$ cat config.mk
export PLATFORM = sky130hd
export DESIGN_NAME = esp_link_top
export DESIGN_NICKNAME = d
export VERILOG_FILES = /design/src/hw/esp_link_pkg.sv /design/src/hw/spi_byte_port.sv /design/src/hw/cmd_decoder.sv /design/src/hw/host_regs.sv /design/src/hw/esp_link_top.sv
export VERILOG_INCLUDE_DIRS = /design/src /design/src/hw
export SDC_FILE = /design/constraint.sdc
export NUM_CORES = 1
export LEC_CHECK = 0
export ABC_AREA = 0
export BUFFER_PORTS_ARGS = -buffer_cell sky130_fd_sc_hd__buf_2
export CAP_MARGIN = 20
export CORE_MARGIN = 4
export CORE_UTILIZATION = 50
export CTS_CLUSTER_DIAMETER = 120
export DETAILED_ROUTE_END_ITERATION = 10
export PLACE_DENSITY = 0.74
export SYNTH_ARGS = -nofsm -noshare
export SYNTH_HDL_FRONTEND = slang
export SYNTH_SLANG_ARGS = --single-unit
$ cat constraint.sdc
create_clock -name clk -period 2.95 [get_ports clk]
set_clock_uncertainty 0.15 [all_clocks]
set_input_delay 0.59 -clock clk [delete_from_list [all_inputs] [get_ports clk]]
set_output_delay 0.59 -clock clk [all_outputs]
set_load 0.01 [all_outputs]
$ cat src/hw/esp_link_cfg.svh
`ifndef ESP_LINK_CFG_SVH
`define ESP_LINK_CFG_SVH

// reply to get_cookie, lets the coprocessor find the FPGA
`define ESP_COOKIE 8'hAF

// firmware version returned by get_version
// packed as {major, minor}
`define ESP_VERSION_MAJOR 3'd0
`define ESP_VERSION_MINOR 5'd3

// screen color out of reset, white
`define ESP_COLOR_RESET 24'hFFFFFF

// flops on each SPI pin
// the last two stages also serve for edge detection
`define ESP_SYNC_STAGES 3

// keyboard matrix rows, 8 bits each
`define ESP_KEYB_ROWS 8

`endif

$ cat src/hw/esp_link_pkg.sv
package esp_link_pkg;

  // command opcodes sent by the coprocessor
  // numbering matches the full command set
  typedef enum logic [7:0] {
    get_cookie       = 8'd0,
    get_version      = 8'd15,
    set_screen_color = 8'd17,
    send_keyb        = 8'd19,
    set_led          = 8'd26,
    set_esp_status   = 8'd32
  } opcode_e;

  // one completed command, param[0] is the first byte after the opcode
  typedef struct packed {
    opcode_e         opcode;
    logic [2:0][7:0] param;
  } cmd_t;

  // screen color, one byte per channel
  typedef struct packed {
    logic [7:0] red;
    logic [7:0] green;
    logic [7:0] blue;
  } rgb_t;

  // board RGB LED
  typedef struct packed {
    logic red;
    logic green;
    logic blue;
  } led_t;

  // coprocessor status flags, esp_ready is bit 0
  typedef struct packed {
    logic [3:0] spare;
    logic       sd_mounted;
    logic       smb_mounted;
    logic       wifi_up;
    logic       esp_ready;
  } esp_status_t;

endpackage

$ cat src/hw/spi_byte_port.sv
`include "esp_link_cfg.svh"

module spi_byte_port (
  input  logic       clk,
  input  logic       cass_out_sel_n,
  input  logic       sck,
  input  logic       cs_n,
  input  logic       mosi,
  input  logic [7:0] reply,
  input  logic       reply_load,
  output logic       miso,
  output logic [7:0] rx_byte,
  output logic       rx_valid
);

  localparam int sync_n = `ESP_SYNC_STAGES;

  logic [sync_n-1:0] sck_sync;
  logic [sync_n-1:0] cs_sync;
  logic [sync_n-1:0] mosi_sync;
  logic [2:0]        bit_cnt;
  logic [7:0]        tx_reg;
  logic              sck_rise;
  logic              sck_fall;
  logic              cs_active;
  logic              mosi_bit;

  // edges seen between the last two synchronizer stages
  assign sck_rise  = sck_sync[sync_n-2] & ~sck_sync[sync_n-1];
  assign sck_fall  = ~sck_sync[sync_n-2] & sck_sync[sync_n-1];
  assign cs_active = ~cs_sync[sync_n-1];
  assign mosi_bit  = mosi_sync[sync_n-1];

  always_ff @(posedge clk or negedge cass_out_sel_n) begin
    if (!cass_out_sel_n) begin
      sck_sync  <= '0;
      cs_sync   <= '1;
      mosi_sync <= '0;
    end else begin
      sck_sync  <= {sck_sync[sync_n-2:0], sck};
      cs_sync   <= {cs_sync[sync_n-2:0], cs_n};
      mosi_sync <= {mosi_sync[sync_n-2:0], mosi};
    end
  end

  // receive side, msb first, sampled on rising sck
  always_ff @(posedge clk or negedge cass_out_sel_n) begin
    if (!cass_out_sel_n) begin
      bit_cnt  <= 3'd0;
      rx_byte  <= 8'd0;
      rx_valid <= 1'b0;
    end else begin
      rx_valid <= 1'b0;
      if (!cs_active) begin
        bit_cnt <= 3'd0;
      end else if (sck_rise) begin
        bit_cnt <= bit_cnt + 3'd1;
        rx_byte <= {rx_byte[6:0], mosi_bit};
        if (bit_cnt == 3'd7) begin
          rx_valid <= 1'b1;
        end
      end
    end
  end

  // transmit side
  // the falling edge that closes a byte (count back at 0) does not shift,
  // so a reply loaded while sck is still high keeps its bit 7
  always_ff @(posedge clk or negedge cass_out_sel_n) begin
    if (!cass_out_sel_n) begin
      tx_reg <= 8'd0;
    end else if (reply_load) begin
      tx_reg <= reply;
    end else if (cs_active && sck_fall && bit_cnt != 3'd0) begin
      tx_reg <= {tx_reg[6:0], 1'b0};
    end
  end

  // reply bit 7 shows up in the same cycle as the load
  assign miso = cs_active ? (reply_load ? reply[7] : tx_reg[7]) : 1'b0;

endmodule

$ cat src/hw/cmd_decoder.sv
module cmd_decoder (
  input  logic               clk,
  input  logic               cass_out_sel_n,
  input  logic [7:0]         rx_byte,
  input  logic               rx_valid,
  output esp_link_pkg::cmd_t cmd,
  output logic               cmd_valid
);

  typedef enum logic {
    idle,
    read_params
  } state_e;

  state_e     state;
  logic [1:0] params_left;
  logic [1:0] param_idx;
  logic [1:0] new_count;

  // parameter bytes that follow each opcode
  function automatic logic [1:0] param_count(input logic [7:0] opcode);
    case (opcode)
      esp_link_pkg::set_led:          param_count = 2'd1;
      esp_link_pkg::set_esp_status:   param_count = 2'd1;
      esp_link_pkg::send_keyb:        param_count = 2'd2;
      esp_link_pkg::set_screen_color: param_count = 2'd3;
      // get_cookie, get_version and unknown opcodes
      default:                        param_count = 2'd0;
    endcase
  endfunction

  assign new_count = param_count(rx_byte);

  always_ff @(posedge clk or negedge cass_out_sel_n) begin
    if (!cass_out_sel_n) begin
      state       <= idle;
      params_left <= 2'd0;
      param_idx   <= 2'd0;
      cmd         <= '0;
      cmd_valid   <= 1'b0;
    end else begin
      cmd_valid <= 1'b0;
      if (rx_valid) begin
        case (state)
          idle: begin
            cmd.opcode  <= esp_link_pkg::opcode_e'(rx_byte);
            param_idx   <= 2'd0;
            params_left <= new_count;
            // no parameters, issue right away
            if (new_count == 2'd0) begin
              cmd_valid <= 1'b1;
            end else begin
              state <= read_params;
            end
          end
          read_params: begin
            cmd.param[param_idx] <= rx_byte;
            param_idx            <= param_idx + 2'd1;
            params_left          <= params_left - 2'd1;
            // last parameter lands together with the strobe
            if (params_left == 2'd1) begin
              cmd_valid <= 1'b1;
              state     <= idle;
            end
          end
        endcase
      end
    end
  end

endmodule

$ cat src/hw/host_regs.sv
`include "esp_link_cfg.svh"

module host_regs (
  input  logic                      clk,
  input  logic                      cass_out_sel_n,
  input  esp_link_pkg::cmd_t        cmd,
  input  logic                      cmd_valid,
  output esp_link_pkg::led_t        led,
  output esp_link_pkg::esp_status_t esp_status,
  output esp_link_pkg::rgb_t        screen_color,
  output logic                      key_pressed,
  output logic                      cmd_error,
  output logic [7:0]                reply,
  output logic                      reply_load
);

  localparam int row_w = $clog2(`ESP_KEYB_ROWS);

  // keyboard matrix, one byte per row
  logic [`ESP_KEYB_ROWS-1:0][7:0] keyb_rows;

  always_ff @(posedge clk or negedge cass_out_sel_n) begin
    if (!cass_out_sel_n) begin
      led          <= '0;
      esp_status   <= '0;
      screen_color <= `ESP_COLOR_RESET;
      keyb_rows    <= '0;
      cmd_error    <= 1'b0;
      reply        <= 8'd0;
      reply_load   <= 1'b0;
    end else begin
      reply_load <= 1'b0;
      if (cmd_valid) begin
        case (cmd.opcode)
          esp_link_pkg::get_cookie: begin
            reply      <= `ESP_COOKIE;
            reply_load <= 1'b1;
          end
          esp_link_pkg::get_version: begin
            reply      <= {`ESP_VERSION_MAJOR, `ESP_VERSION_MINOR};
            reply_load <= 1'b1;
          end
          esp_link_pkg::set_led: begin
            led.red   <= cmd.param[0][0];
            led.green <= cmd.param[0][1];
            led.blue  <= cmd.param[0][2];
          end
          esp_link_pkg::set_esp_status: begin
            esp_status <= esp_link_pkg::esp_status_t'(cmd.param[0]);
          end
          esp_link_pkg::send_keyb: begin
            // row select from the low bits of param 0
            keyb_rows[cmd.param[0][row_w-1:0]] <= cmd.param[1];
          end
          esp_link_pkg::set_screen_color: begin
            screen_color.red   <= cmd.param[0];
            screen_color.green <= cmd.param[1];
            screen_color.blue  <= cmd.param[2];
          end
          default: begin
            // sticky until reset
            cmd_error <= 1'b1;
          end
        endcase
      end
    end
  end

  // any key down in any row
  assign key_pressed = |keyb_rows;

endmodule

$ cat src/hw/esp_link_top.sv
module esp_link_top (
  input  logic                      clk,
  input  logic                      cass_out_sel_n,
  input  logic                      sck,
  input  logic                      cs_n,
  input  logic                      mosi,
  output logic                      miso,
  output esp_link_pkg::led_t        led,
  output esp_link_pkg::esp_status_t esp_status,
  output esp_link_pkg::rgb_t        screen_color,
  output logic                      key_pressed,
  output logic                      cmd_error
);

  logic [7:0]         rx_byte;
  logic               rx_valid;
  esp_link_pkg::cmd_t cmd;
  logic               cmd_valid;
  logic [7:0]         reply;
  logic               reply_load;

  // SPI pins to bytes and back
  spi_byte_port u_port (
    .clk            (clk),
    .cass_out_sel_n (cass_out_sel_n),
    .sck            (sck),
    .cs_n           (cs_n),
    .mosi           (mosi),
    .reply          (reply),
    .reply_load     (reply_load),
    .miso           (miso),
    .rx_byte        (rx_byte),
    .rx_valid       (rx_valid)
  );

  cmd_decoder u_dec (
    .clk            (clk),
    .cass_out_sel_n (cass_out_sel_n),
    .rx_byte        (rx_byte),
    .rx_valid       (rx_valid),
    .cmd            (cmd),
    .cmd_valid      (cmd_valid)
  );

  host_regs u_regs (
    .clk            (clk),
    .cass_out_sel_n (cass_out_sel_n),
    .cmd            (cmd),
    .cmd_valid      (cmd_valid),
    .led            (led),
    .esp_status     (esp_status),
    .screen_color   (screen_color),
    .key_pressed    (key_pressed),
    .cmd_error      (cmd_error),
    .reply          (reply),
    .reply_load     (reply_load)
  );

endmodule

# Word-level counts from Yosys, hierarchy flattened
# Cells that the tools add are included.
# totals
out_inout_bits	38
inputBits	5
reg_bits	176
word_cells	113
# op_classes
bitwise	7
n_reduce_logical	23
addsub	3
n_eq_ne	11
muxes	28
order_cmp	4
# op_table
operator	n
bitwise mux 64 bit	1
OR reduction 64 bit	1
== test 8 x 5 -> 1 bit (second input constant)	6
2-to-1 mux 8 bit	4
bitwise mux 24 bit	1
demux 8 bit (select 3 bit)	1
AND reduction 2 bit	9
demux 8 bit (select 2 bit)	1
== test 8 x 6 -> 1 bit (second input constant)	2
case mux 8 bit (2 select lines)	1
2-to-1 mux 1 bit	12
== test 8 x 4 -> 1 bit (second input constant)	1
logical NOT 8 bit	1
case mux 2 bit (2 select lines)	2
2-to-1 mux 3 bit	2
case mux 2 bit (3 select lines)	1
nonzero test 2 bit	3
OR reduction 6 bit	1
NOT 1 bit	5
logical AND 1 bit	4
< comparator 3 x 4 -> 1 bit (second input constant)	1
case mux 1 bit (2 select lines)	2
OR reduction 2 bit	2
adder 3 x 1 -> 3 bit (second input constant)	1
10 further kinds	11

# Logic depth before layout (Yosys ltp)
# depth
word_depth	7
ltp_mapped	6
mapped_depth_nobuf	6

# Hierarchy
# A second synthesis with hierarchy kept.
# hier_totals
hier_cells	488
hier_area_um2	7190.6
# modules_own_cells
module	seq_area_each_um2	area_per_inst_um2	instances	cells_per_inst
host_regs	2607.5	4365.4	1	276
cmd_decoder	950.9	1586.5	1	117
spi_byte_port	729.4	1238.7	1	95

# Worst setup path after synthesis
# Ideal clock, no wire load.
# synth_path
kind	reg-to-reg
start	reg, netlist name u_dec.cmd[27]
end	reg u_regs.keyb_rows[32] in the netlist's numbering
slack_ns	0.887
synth_period_minus_slack_ns	2.063
arrival_ns	1.788
path_buffers	2
required_ns	2.675
setup_time_ns	0.125
stages_incl_launch_ff	6
cell_sequence	dfrtp_1 buf_6 or3b_1 buf_2 nor4_4 mux2_2
# synth_via
elab_chain_cells	2
# synth_rtl
element	line	rtl
== test 8 x 5 -> 1 bit	host_regs.sv:34	case (cmd.opcode)
AND reduction 2 bit (no line)	--	
end signal: indexed assignment	host_regs.sv:53	keyb_rows[cmd.param[0][row_w-1:0]] <= cmd.param[1];
end: declaration	host_regs.sv:20	logic [`ESP_KEYB_ROWS-1:0][7:0] keyb_rows;
# Every way passes these cells.
# A chain may end at the register's enable or synchronous reset.

# Final worst setup path
# layout_path
start	reg u_regs.keyb_rows[35] in the netlist's numbering
end	out key_pressed
# layout_via
elab_chain_cells	1
# layout_rtl
element	line	rtl
OR reduction 64 bit	host_regs.sv:70	assign key_pressed = |keyb_rows;
end: declaration	esp_link_top.sv:11	output logic key_pressed,
# Every way passes these cells.

==> out/qor.csv <==
stage,metric,value,unit
run_status,status,"complete, but fails checks",
run_status,failing checks,negative hold slack,
worst_setup_path,Reg2Reg Depth,3,
route,vias,3951,
cells_and_area,Reg area,4288,µm²
sta,Hold Worst Slack,-0.01933,ns
worst_setup_path,CP Data Arrival Time,2.02,ns
sta,Max Slew Vio Count,0,
synth,Mapped Avg Cell Area,14.78,µm²
clock_network,clock slew at reported path FFs,0.06,ns
clock_network,CTS tree,yes,
worst_setup_path,Crit Path Class,register to output port,
placement,placed inst area,7366,µm²
worst_setup_path,Setup crit end kind,output port,
sta,minimum clock period,2.763,ns
clock_network,post-cts resize count,0,
cells_and_area,fill cell count,1080,
cells_and_area,area delta synth->final,14.24,%
grt,GRT Total Usage,18.30,%
synth,synthesized flop and latch total,170,
flow_run,Max Cap Violations,0,
hold_path,Hold Path Class,input port to asynchronous set/reset pin,
route,DRC Markers,0,
worst_setup_path,critical register-to-register path startpoint,u_dec.cmd[24],
worst_setup_path,R2R Path End,u_regs.keyb_rows[21],
floorplanning,Ports,43,
synth,Yosys warning count,0,
synth,top-area cell type share of the netlist area,51.41,%
cells_and_area,Largest Register,u_regs.keyb_rows,
synth,Yosys cell types,46,
cells_and_area,Multi-input gate area,2564,µm²
sta,final setup vio count,0,
placement,IO Port Bufs,42,
worst_setup_path,maximum fanout along the worst path,2,
sta,setup_tns,0,ns
worst_setup_path,nature of the critical path startpoint,register,
worst_setup_path,critical path data required time,2.21,ns
synth,register area share after synthesis,61.60,%
synth,Post-synth ARST share,100.0,%
sta,Max-slew headroom,47.43,%
clock_network,clk_lat worst skew,0.43,ns
clock_network,root buf cell,clkbuf_16,
sta,fin crit share,93.65,%
synth,Synth Flop Type,dfrtp_1,
synth,Synth area leaders,"dfrtp_1, mux2_2, dfstp_2",
sta,worst slew pin tran,0.7870,ns
sta,RSZ-0062 raised after global routing,false,
cells_and_area,final instance area,7951,µm²
route,1st-iter DRT viols,187,
sta,maximum achievable frequency,362.0,MHz
route,DR WL/cell,18.95,µm
clock_network,CTS max path bufs,2,
pwr,Total Power,4817,µW
clock_network,htree depth,4,
floorplanning,die width,126.0,µm
worst_setup_path,Worst R2R Setup Slack,0.57,ns
clock_network,CTS Buf Count,17,
grt,Overflow after GRT,0,
route,"antenna viol nets, final",0,
synth,"area leader, netlist",dfrtp_1,
grt,first-pass GRT wire length,22800,µm
clock_network,post-CTS setup buffers,0,
cells_and_area,number of flip-flops under the largest register name,64,
synth,Mapped Area,6960,µm²
route,routed vias/inst,5.573,
cells_and_area,Antenna Cells,0,
grt,initial antenna violation count,0,
synth,Syn Nets,483,
floorplanning,die area,15870,µm²
clock_network,CTS sink count,170,
floorplanning,Core ar.,13450,µm²
pwr,Worst VDD drop,0.5483,mV
placement,routability congestion estimate,0.8150,
cells_and_area,share of cells above drive strength 1,49.91,%
route,router iterations before antenna repair,4,
cells_and_area,Regs by FF count,"u_regs.keyb_rows: 64 flops, u_dec.cmd: 32 flops, u_regs.screen_color: 24 flops",
floorplanning,Die Y-Extent,126.0,µm
pwr,LEAKAGE,0.003935,µW
pwr,PwrDens,605.8,nW/µm²
floorplanning,Initial Util,51.74,%
cells_and_area,Final nets,532,
grt,largest net degree at the start of global routing,62,
synth,Mapped Cells,471,
grt,vias in the first global route,4300,
clock_network,cts hold-fix bufs,0,
route,final wirelength,13430,µm
placement,dpl hpwl,8861,µm
sta,Final Hold Fails,13,
floorplanning,row count,42,
synth,"EDFF count, synth",0,
==> cells in the mapped netlist (5+ instances only) <==
library cell  instances
nand2b_1              8
ha_1                  7
clkbuf_1              7
a21oi_1               5
mux2i_1               5
nand3_1               8
o21ai_0              11
buf_2                 8
inv_1                 7
dfstp_2              27
nand4_1               6
nor4_1               17
mux2_2              146
nor2_1               12
nand2_1               7
dfrtp_1             143
==> logic make-up after synthesis <==
logic type | Yosys count | share of synthesized area, %
flip-flops | 170 | 61.60
multiplexers | 152 | 24.50
XOR/XNOR | 1 | 0.1259
AO/OA/AOI/OAI | 21 | 1.636
AND/OR/NAND/NOR | 95 | 9.222
buffers and inverters | 25 | 1.654
adder cells (fa/ha/maj) | 7 | 1.258
==> layout by cell type, fill, tap and decap left out, types with 3 or more instances in the layout <==
master     Yosys  final
a21oi_1        5      5
a31oi_1        3      3
buf_2          8     41
buf_4          1      5
clkbuf_1       7      3
clkbuf_16      0     17
clkbuf_8       0      4
dfrtp_1      143    143
dfstp_2       27     27
ha_1           7      7
inv_1          7      7
mux2_2       146    146
mux2i_1        5      5
nand2_1        7      7
nand2b_1       8      8
nand3_1        8      8
nand3b_1       3      3
nand4_1        6      6
nor2_1        12     12
nor2_2         3      3
nor2b_1        3      3
nor3_1         3      3
nor4_1        17     16
nor4_4         3      3
o21ai_0       11     11
or4_1          3      3
==> per-layer routing <==
layer  vias to the layer above  share of wire (%)  GRT usage, %
li1                       1819                  -             -
met1                      2045                 46         24.57
met2                        70                 50         29.39
met3                        17                3.0         4.403
met4                         0                1.3         6.435
met5                         -                  0             0
==> worst max path at each step <==
| stage | to | from |
|---|---|---|
| floorplan | u_regs.keyb_rows[32] | u_dec.cmd[27] |
| CTS | key_pressed | u_regs.keyb_rows[32] |
| global route | key_pressed | u_regs.keyb_rows[35] |
| detailed placement | u_regs.esp_status[0] | u_dec.cmd[30] |
| global placement | u_regs.esp_status[6] | u_dec.cmd[30] |
| finish | key_pressed | u_regs.keyb_rows[35] |
==> where the power goes <==
part	internal (µW)	switching, µW	leakage (µW)	total [µW]
logic	70.2	75.7	0.00141	146
registers	2380	127	0.00225	2510
clock network	1260	897	0.000279	2160
total	3720	1100	0.00394	4820
==> final cells by class <==
cell class                      instances  share of cell area [%]
Clock inverter                          8                   1.101
Clock buffer                           24                   6.184
Tap cell                              176                   2.769
Timing Repair Buffer                   48                   3.446
Multi-Input combinational cell        276                   32.24
Sequential cell                       170                   53.93
Inverter                                7                  0.3304
==> critical path: stages, from the launching register on <==
cell	delay, ns
dfrtp_1	0.39
nor4_1	0.37
nand4_1	0.14
or4_1	0.55
buf_2	0.16
==> metrics by stage <==
stage | std cells | setup WS [ns] | util [%]
finish | 709 | 0.1873 | 59.11
global route | 709 | 0.04762 | 59.11
CTS | 709 | 0.1336 | 59.06
detailed placement | 677 | 0.5803 | 54.75
global placement | 677 | 0.6406 | 54.75
floorplan | 471 | 0.8870 | -
(Power assumes the default switching activity.)
